`src/buffer_pkg.sv`:
```
`default_nettype none

package buffer_pkg;

    // cartridge-bus address, also the full memory address
    typedef logic [25:0] bus_addr_t;
    // address in the compact memory map
    typedef logic [18:0] compact_addr_t;
    typedef logic [2:0]  region_t;
    typedef logic [1:0]  feed_t;
    typedef logic [1:0]  occupier_t;
    typedef logic [1:0]  slot_t;
    typedef logic        source_t;

    localparam region_t REGION_CODE = 3'd0;
    localparam region_t REGION_FEED = 3'd1;
    localparam region_t REGION_KEY  = 3'd2;

    // also the row index into the feed tables below
    localparam feed_t FEED_VIDEO   = 2'd0;
    localparam feed_t FEED_SOUND_L = 2'd1;
    localparam feed_t FEED_SOUND_R = 2'd2;
    localparam feed_t FEED_NONE    = 2'd3;

    localparam occupier_t OCC_NONE = 2'd0;
    localparam occupier_t OCC_CART = 2'd1;
    localparam occupier_t OCC_USB  = 2'd2;

    localparam source_t SRC_CART = 1'b0;
    localparam source_t SRC_USB  = 1'b1;

    // full memory map
    localparam bus_addr_t CODE_BASE = 26'h0000000;
    localparam bus_addr_t CODE_MASK = 26'h0FFFFFF;
    localparam bus_addr_t KEY_BASE  = 26'h2000000;
    localparam bus_addr_t KEY_MASK  = 26'h000001F;

    // frame bases, indexed [feed][slot]
    localparam bus_addr_t FEED_BASE [3][3] = '{
        '{26'h1000000, 26'h1020000, 26'h1040000},
        '{26'h1E00000, 26'h1E00010, 26'h1E00020},
        '{26'h1F00000, 26'h1F00010, 26'h1F00020}
    };

    localparam bus_addr_t FEED_MASK [3] = '{
        26'h001FFFF,
        26'h000000F,
        26'h000000F
    };

    // compact memory map
    localparam compact_addr_t COMPACT_CODE_BASE = 19'h00000;
    localparam compact_addr_t COMPACT_CODE_MASK = 19'h01FFF;
    localparam compact_addr_t COMPACT_KEY_BASE  = 19'h22060;
    localparam compact_addr_t COMPACT_KEY_MASK  = 19'h0001F;

    // video slots all fold onto one compact frame
    localparam compact_addr_t COMPACT_FEED_BASE [3][3] = '{
        '{19'h02000, 19'h02000, 19'h02000},
        '{19'h22000, 19'h22010, 19'h22020},
        '{19'h22030, 19'h22040, 19'h22050}
    };

    localparam compact_addr_t COMPACT_FEED_MASK [3] = '{
        19'h1FFFF,
        19'h0000F,
        19'h0000F
    };

    // per-feed slot owners after reset
    localparam occupier_t OCC_RESET [3] = '{OCC_NONE, OCC_CART, OCC_USB};

endpackage

`default_nettype wire

```
`src/feed_addr_decoder.sv`:
```
`timescale 1ns/10ps
`default_nettype none

module feed_addr_decoder (
    input  logic                      clk,
    input  logic                      rst,
    input  logic                      req,
    input  buffer_pkg::bus_addr_t     req_addr,
    input  buffer_pkg::source_t       req_source,
    input  logic                      ack,
    output logic                      dec_valid,
    output buffer_pkg::region_t       dec_region,
    output buffer_pkg::feed_t         dec_feed,
    output buffer_pkg::source_t       dec_source,
    output buffer_pkg::bus_addr_t     dec_offset,
    output buffer_pkg::compact_addr_t dec_compact_offset,
    output logic                      dec_frame_start
);
    import buffer_pkg::*;

    logic          busy;
    logic          accept;
    logic          frame_start;
    region_t       region;
    feed_t         feed;
    bus_addr_t     offset;
    compact_addr_t compact_offset;

    // one request in flight, held off until ack has been seen
    assign accept = req && !ack && !busy;

    always_comb begin
        region         = REGION_FEED;
        feed           = FEED_VIDEO;
        offset         = req_addr & FEED_MASK[FEED_VIDEO];
        compact_offset = req_addr[18:0] & COMPACT_FEED_MASK[FEED_VIDEO];
        if (req_addr[25]) begin
            region         = REGION_KEY;
            feed           = FEED_NONE;
            offset         = req_addr & KEY_MASK;
            compact_offset = req_addr[18:0] & COMPACT_KEY_MASK;
        end else if (!req_addr[24]) begin
            region         = REGION_CODE;
            feed           = FEED_NONE;
            offset         = req_addr & CODE_MASK;
            compact_offset = req_addr[18:0] & COMPACT_CODE_MASK;
        end else if (req_addr[24:20] == 5'b11110) begin
            feed           = FEED_SOUND_L;
            offset         = req_addr & FEED_MASK[FEED_SOUND_L];
            compact_offset = req_addr[18:0] & COMPACT_FEED_MASK[FEED_SOUND_L];
        end else if (req_addr[24:20] == 5'b11111) begin
            feed           = FEED_SOUND_R;
            offset         = req_addr & FEED_MASK[FEED_SOUND_R];
            compact_offset = req_addr[18:0] & COMPACT_FEED_MASK[FEED_SOUND_R];
        end
    end

    // first word of a frame
    assign frame_start = (region == REGION_FEED) && (offset == '0);

    always_ff @(posedge clk) begin
        if (rst) begin
            dec_valid <= 1'b0;
            busy      <= 1'b0;
        end else begin
            dec_valid <= accept;
            if (accept) begin
                busy <= 1'b1;
            end else if (ack) begin
                busy <= 1'b0;
            end
        end
    end

    always_ff @(posedge clk) begin
        if (accept) begin
            dec_region         <= region;
            dec_feed           <= feed;
            dec_source         <= req_source;
            dec_offset         <= offset;
            dec_compact_offset <= compact_offset;
            dec_frame_start    <= frame_start;
        end
    end

endmodule

`default_nettype wire

```
`src/frame_slot_allocator.sv`:
```
`timescale 1ns/10ps
`default_nettype none

module frame_slot_allocator (
    input  logic                      clk,
    input  logic                      rst,
    input  logic                      dec_valid,
    input  buffer_pkg::region_t       dec_region,
    input  buffer_pkg::feed_t         dec_feed,
    input  buffer_pkg::source_t       dec_source,
    input  buffer_pkg::bus_addr_t     dec_offset,
    input  buffer_pkg::compact_addr_t dec_compact_offset,
    input  logic                      dec_frame_start,
    output logic                      alloc_valid,
    output buffer_pkg::bus_addr_t     alloc_base,
    output buffer_pkg::compact_addr_t alloc_compact_base,
    output buffer_pkg::bus_addr_t     alloc_offset,
    output buffer_pkg::compact_addr_t alloc_compact_offset
);
    import buffer_pkg::*;

    // slot owners, indexed [feed][slot]
    occupier_t     occ [3][3];

    feed_t         feed_sel;
    occupier_t     owner;
    slot_t         held_slot;
    slot_t         free_slot;
    bus_addr_t     base;
    compact_addr_t compact_base;

    // keep the table index in range for code and key requests
    assign feed_sel = (dec_feed == FEED_NONE) ? FEED_VIDEO : dec_feed;
    assign owner    = (dec_source == SRC_USB) ? OCC_USB : OCC_CART;

    // lowest matching slot wins
    always_comb begin
        held_slot = 2'd0;
        free_slot = 2'd0;
        for (int s = 2; s >= 0; s--) begin
            if (occ[feed_sel][s] == owner) begin
                held_slot = slot_t'(s);
            end
            if (occ[feed_sel][s] == OCC_NONE) begin
                free_slot = slot_t'(s);
            end
        end
    end

    always_comb begin
        case (dec_region)
            REGION_FEED: begin
                base         = FEED_BASE[feed_sel][held_slot];
                compact_base = COMPACT_FEED_BASE[feed_sel][held_slot];
            end
            REGION_KEY: begin
                base         = KEY_BASE;
                compact_base = COMPACT_KEY_BASE;
            end
            default: begin
                base         = CODE_BASE;
                compact_base = COMPACT_CODE_BASE;
            end
        endcase
    end

    always_ff @(posedge clk) begin
        if (rst) begin
            alloc_valid <= 1'b0;
            for (int f = 0; f < 3; f++) begin
                for (int s = 0; s < 3; s++) begin
                    occ[f][s] <= OCC_RESET[s];
                end
            end
        end else begin
            alloc_valid <= dec_valid;
            // swap lands next cycle, so this request still uses the old slot
            if (dec_valid && dec_frame_start) begin
                occ[feed_sel][free_slot] <= owner;
                occ[feed_sel][held_slot] <= OCC_NONE;
            end
        end
    end

    always_ff @(posedge clk) begin
        if (dec_valid) begin
            alloc_base           <= base;
            alloc_compact_base   <= compact_base;
            alloc_offset         <= dec_offset;
            alloc_compact_offset <= dec_compact_offset;
        end
    end

endmodule

`default_nettype wire

```
`src/buffer_addr_composer.sv`:
```
`timescale 1ns/10ps
`default_nettype none

module buffer_addr_composer (
    input  logic                      clk,
    input  logic                      rst,
    input  logic                      req,
    input  logic                      alloc_valid,
    input  buffer_pkg::bus_addr_t     alloc_base,
    input  buffer_pkg::compact_addr_t alloc_compact_base,
    input  buffer_pkg::bus_addr_t     alloc_offset,
    input  buffer_pkg::compact_addr_t alloc_compact_offset,
    output logic                      ack,
    output buffer_pkg::bus_addr_t     mem_addr,
    output buffer_pkg::compact_addr_t compact_addr
);

    always_ff @(posedge clk) begin
        if (rst) begin
            ack          <= 1'b0;
            mem_addr     <= '0;
            compact_addr <= '0;
        end else if (alloc_valid) begin
            ack          <= 1'b1;
            mem_addr     <= alloc_base + alloc_offset;
            compact_addr <= alloc_compact_base + alloc_compact_offset;
        end else if (!req) begin
            // addresses stay put, only the handshake closes
            ack <= 1'b0;
        end
    end

endmodule

`default_nettype wire

```
`src/cart_buffer_mapper.sv`:
```
`timescale 1ns/10ps
`default_nettype none

module cart_buffer_mapper (
    input  logic                      clk,
    input  logic                      rst,
    input  logic                      req,
    input  buffer_pkg::bus_addr_t     req_addr,
    input  buffer_pkg::source_t       req_source,
    output logic                      ack,
    output buffer_pkg::bus_addr_t     mem_addr,
    output buffer_pkg::compact_addr_t compact_addr
);
    import buffer_pkg::*;

    logic          dec_valid;
    region_t       dec_region;
    feed_t         dec_feed;
    source_t       dec_source;
    bus_addr_t     dec_offset;
    compact_addr_t dec_compact_offset;
    logic          dec_frame_start;

    logic          alloc_valid;
    bus_addr_t     alloc_base;
    compact_addr_t alloc_compact_base;
    bus_addr_t     alloc_offset;
    compact_addr_t alloc_compact_offset;

    // stage 1, ack fed back to hold off the next accept
    feed_addr_decoder feed_addr_decoder_inst (
        .clk                (clk),
        .rst                (rst),
        .req                (req),
        .req_addr           (req_addr),
        .req_source         (req_source),
        .ack                (ack),
        .dec_valid          (dec_valid),
        .dec_region         (dec_region),
        .dec_feed           (dec_feed),
        .dec_source         (dec_source),
        .dec_offset         (dec_offset),
        .dec_compact_offset (dec_compact_offset),
        .dec_frame_start    (dec_frame_start)
    );

    // stage 2
    frame_slot_allocator frame_slot_allocator_inst (
        .clk                  (clk),
        .rst                  (rst),
        .dec_valid            (dec_valid),
        .dec_region           (dec_region),
        .dec_feed             (dec_feed),
        .dec_source           (dec_source),
        .dec_offset           (dec_offset),
        .dec_compact_offset   (dec_compact_offset),
        .dec_frame_start      (dec_frame_start),
        .alloc_valid          (alloc_valid),
        .alloc_base           (alloc_base),
        .alloc_compact_base   (alloc_compact_base),
        .alloc_offset         (alloc_offset),
        .alloc_compact_offset (alloc_compact_offset)
    );

    // stage 3
    buffer_addr_composer buffer_addr_composer_inst (
        .clk                  (clk),
        .rst                  (rst),
        .req                  (req),
        .alloc_valid          (alloc_valid),
        .alloc_base           (alloc_base),
        .alloc_compact_base   (alloc_compact_base),
        .alloc_offset         (alloc_offset),
        .alloc_compact_offset (alloc_compact_offset),
        .ack                  (ack),
        .mem_addr             (mem_addr),
        .compact_addr         (compact_addr)
    );

endmodule

`default_nettype wire

```
`config.mk`:
```
export PLATFORM = sky130hd
export DESIGN_NAME = cart_buffer_mapper
export DESIGN_NICKNAME = d
export VERILOG_FILES = /design/src/buffer_pkg.sv /design/src/feed_addr_decoder.sv /design/src/frame_slot_allocator.sv /design/src/buffer_addr_composer.sv /design/src/cart_buffer_mapper.sv
export SDC_FILE = /design/constraint.sdc
export NUM_CORES = 1
export LEC_CHECK = 0
export BUFFER_PORTS_ARGS = -buffer_cell sky130_fd_sc_hd__buf_2
export CORE_UTILIZATION = 40
export DETAILED_ROUTE_END_ITERATION = 10
export GPL_TIMING_DRIVEN = 0
export PLACE_DENSITY = 0.64
export SYNTH_ARGS = -nofsm -noshare
export SYNTH_HDL_FRONTEND = slang
export SYNTH_SLANG_ARGS = --single-unit
```
`constraint.sdc`:
```
create_clock -name clk -period 8.15 [get_ports clk]
set_clock_uncertainty 0.15 [all_clocks]
set_input_delay 0.815 -clock clk [delete_from_list [all_inputs] [get_ports clk]]
set_output_delay 0.815 -clock clk [all_outputs]
set_load 0.02 [all_outputs]
```
==> out/results.ini <==
[status]
status=completed

[critical_path]
rrSetupSlack_ns=5.26
crit_path_max_incr_delay_ns=0.46
critPathBufInv=3
path_common_cell=buf_6
setup.worst_path.start=feed_addr_decoder_inst.dec_feed[0]$_SDFFCE_PP1P_
crit_type=register to register
crit_path_start_kind=register
cp_cell_sequence=ha_1, buf_6, buf_6, a221oi_1, nor2_1, o41a_1, buf_4, a21oi_1
crit_slowest_cell=a221oi_1
critPathTopFamily=compound AO/OA/AOI/OAI gates
worstRegToRegCells=8
required_ns=8.11
reg2reg_to=frame_slot_allocator_inst.occ[1][0]$_SDFFCE_PN0P_
r2r-start=feed_addr_decoder_inst.dec_feed[0]$_SDFFCE_PP1P_
arrival_ns=2.85
worstPathMaxFanout=10
endpoint_kind=register

[grt]
use_met1_pct=24.36
use_met3_pct=3.593
top_usage_layer=met2
grt_pass1_wl_um=24730
grt_overflow=0
grt_max_degree=43
grt_pass1_vias=4771
antenna_found_initial=0
grt_use_met2_pct=27.30
grt.total_usage_pct=17.79

[sta]
min_period_over_period_pct=35.45
hold_ws_ns=0.2683
layout_setup_ws_ns=5.261
setup_viol=0
max_freq_mhz=346.1
fin_setup_tns_ns=0
rsz0062_at_grt=no
hold_viol=0
slew_violations=0
period_needed_ns=2.889
tightest_slew_ns=0.7506
slew_headroom_pct=49.96

[synthesis]
synthCells=609
synth_edf_count=115
yosysUniqueCellTypes=70
synth_seq_area_share_pct=59.85
synth_nets=656
ys_ff_latch=160
ys.flop_type=edfxtp_1
avgSynthCellArea_um2=11.95
async_flop_share_pct=0
yosys_warnings=0
syn-cell-area_um2=7276

[die]
ioPinCount=76
die_w_um=136.9
core-area_um2=17540
fp.dieH_um=136.9
core.rowCount=48
die-area_um2=18730
start_util_pct=41.49

[clocking]
cts_max_level=4
clkTransAtPathRegs_ns=0.06
cts_made_buffers=17
clkSinkCount=160
cts_root_buf=clkbuf_16
post-cts-setup-buffers=0
cts.repair.resized=0
cts_tree=built
cts.path.max_buffers=2
clk_latency_ns=0.43
postCtsHoldBufs=0

[finish]
final_cells=945
final_common_cell=edfxtp_1
drive_gt1_share_pct=20.14
fin_util_pct=49.13
register_area_um2=4355
nNetsFinal=754
mostFrequentLayoutCells=edfxtp_1 (115), buf_2 (77), nor2_1 (61)
fillers=1575
antenna_cells=0
multiInputGateArea_um2=2731
syn2layout_area_growth_pct=18.42

[hold_path]
holdPathStages=0
hp-class=register to register
worstHoldStart=feed_addr_decoder_inst.dec_compact_offset[11]$_SDFFCE_PP0P_
min_to=frame_slot_allocator_inst.alloc_compact_offset[11]$_DFFE_PP_

[drt]
vias=5052
drt-total-wl_um=15920
firstDrtPassIters=5
via_per_inst=5.346
drcViolationCount=0
postRouteAntennaNets=0
drt_iter0_drc=350
drt-wirelength-per-cell_um=16.85

[power_and_ir_drop]
power_leakage_nw=3.186
peakVddDrop_v=0.0001489
powerDensity_nw_per_um2=220.7

[place]
place_congestion=0.8818
io_buffers=74
place_ws_ns=5.276
placed_cells_incl_taps=913
dp_hpwl_um=12030

[flow_run]
maxCapViolCount=0

## stage by stage
| step | instance area, um^2 | power, mW |
|---|---|---|
| after floorplan | 7276 | 1.050 |
| after global placement | 7928 | 1.102 |
| after detailed placement | 8003 | 1.110 |
| after CTS | 8616 | 1.914 |
| after global routing | 8616 | 1.970 |
| final | 8616 | 1.902 |
## how the worst max path moves through the flow
stage / cells after the start / end
after floorplan: 1 / feed_addr_decoder_inst.dec_compact_offset[0]$_DFFE_PP_
after global placement: 2 / feed_addr_decoder_inst.dec_offset[22]$_DFFE_PP_
after detailed placement: 6 / frame_slot_allocator_inst.occ[2][4]$_SDFFCE_PN0P_
after CTS: 8 / frame_slot_allocator_inst.occ[0][1]$_SDFFCE_PN1P_
after global routing: 8 / frame_slot_allocator_inst.occ[0][1]$_SDFFCE_PN1P_
final: 8 / frame_slot_allocator_inst.occ[1][0]$_SDFFCE_PN0P_
## cells in the mapped netlist, drive strengths merged, types with 3 or more instances
library cell	instances	area [um^2]
a211o	3	26.28
a211oi	24	190.2
a21o	6	45.04
a21oi	16	83.83
a221oi	3	32.53
a311oi	3	26.28
a31oi	6	37.54
and2	35	219.0
and3	11	68.82
buf	14	90.08
clkbuf	17	63.81
dfxtp	45	900.9
edfxtp	115	3453
ha	17	212.7
inv	11	41.29
mux2i	10	100.1
mux4	4	90.09
nand2	33	123.9
nand2b	15	93.84
nand3	18	90.09
nand4	5	31.28
nor2	61	229.0
nor2b	18	112.6
nor3	10	50.05
nor3b	7	52.55
nor4	12	90.09
nor4b	3	26.28
o21ai	15	75.07
or2	3	18.77
or3	8	50.05
or3b	3	26.28
xnor2	10	87.58
xor2	12	105.1
## flip-flops by register name (all words and copies together), names as in the netlist, 2 cells and up
register,cells
buffer_addr_composer_inst.mem_addr,26
frame_slot_allocator_inst.occ,24
feed_addr_decoder_inst.dec_offset,20
frame_slot_allocator_inst.alloc_offset,19
frame_slot_allocator_inst.alloc_compact_offset,17
feed_addr_decoder_inst.dec_compact_offset,16
buffer_addr_composer_inst.compact_addr,15
frame_slot_allocator_inst.alloc_base,8
frame_slot_allocator_inst.alloc_compact_base,5
feed_addr_decoder_inst.dec_feed,2
feed_addr_decoder_inst.dec_region,2
## kinds of logic after synthesis
family                   Yosys count  synth area share, %
AO/OA/AOI/OAI                    105                10.78
XOR/XNOR                          22                2.648
adder cells (fa/ha/maj)           17                2.923
buffers and inverters             42                2.683
flip-flops                       160                59.85
multiplexers                      15                2.769
AND/OR/NAND/NOR                  248                18.35
## cell type report
class	instances	area share [%]
plain buffers	31	1.786
multi-input cells	407	31.70
well taps	225	3.268
clock buffers	18	5.097
inverters	11	0.4792
flip-flops and latches	160	50.55
clock inverters	14	2.019
repair buffers	79	5.097
## layer usage
metal  share of wire [%]  up-vias
li1                    -     2470
met2                  45      176
met4                 1.9        0
met1                  47     2381
met3                 5.5       25
met5                   0        -
## power breakdown
part	total, mW	internal (mW)	switching (mW)
combinational	0.160	0.0604	0.0992
sequential	0.933	0.913	0.0205
clock	0.809	0.470	0.338
## worst register-to-register path: cells and delay by family (launching register included)
| family | cells | cell delay (ns) |
|---|---|---|
| flops | 1 | 0.40 |
| fa+ha+maj | 1 | 0.26 |
| buf+inv | 3 | 0.52 |
| simple gates | 1 | 0.11 |
| compound gates | 3 | 1.16 |
Power figures use the tool's default switching activity.
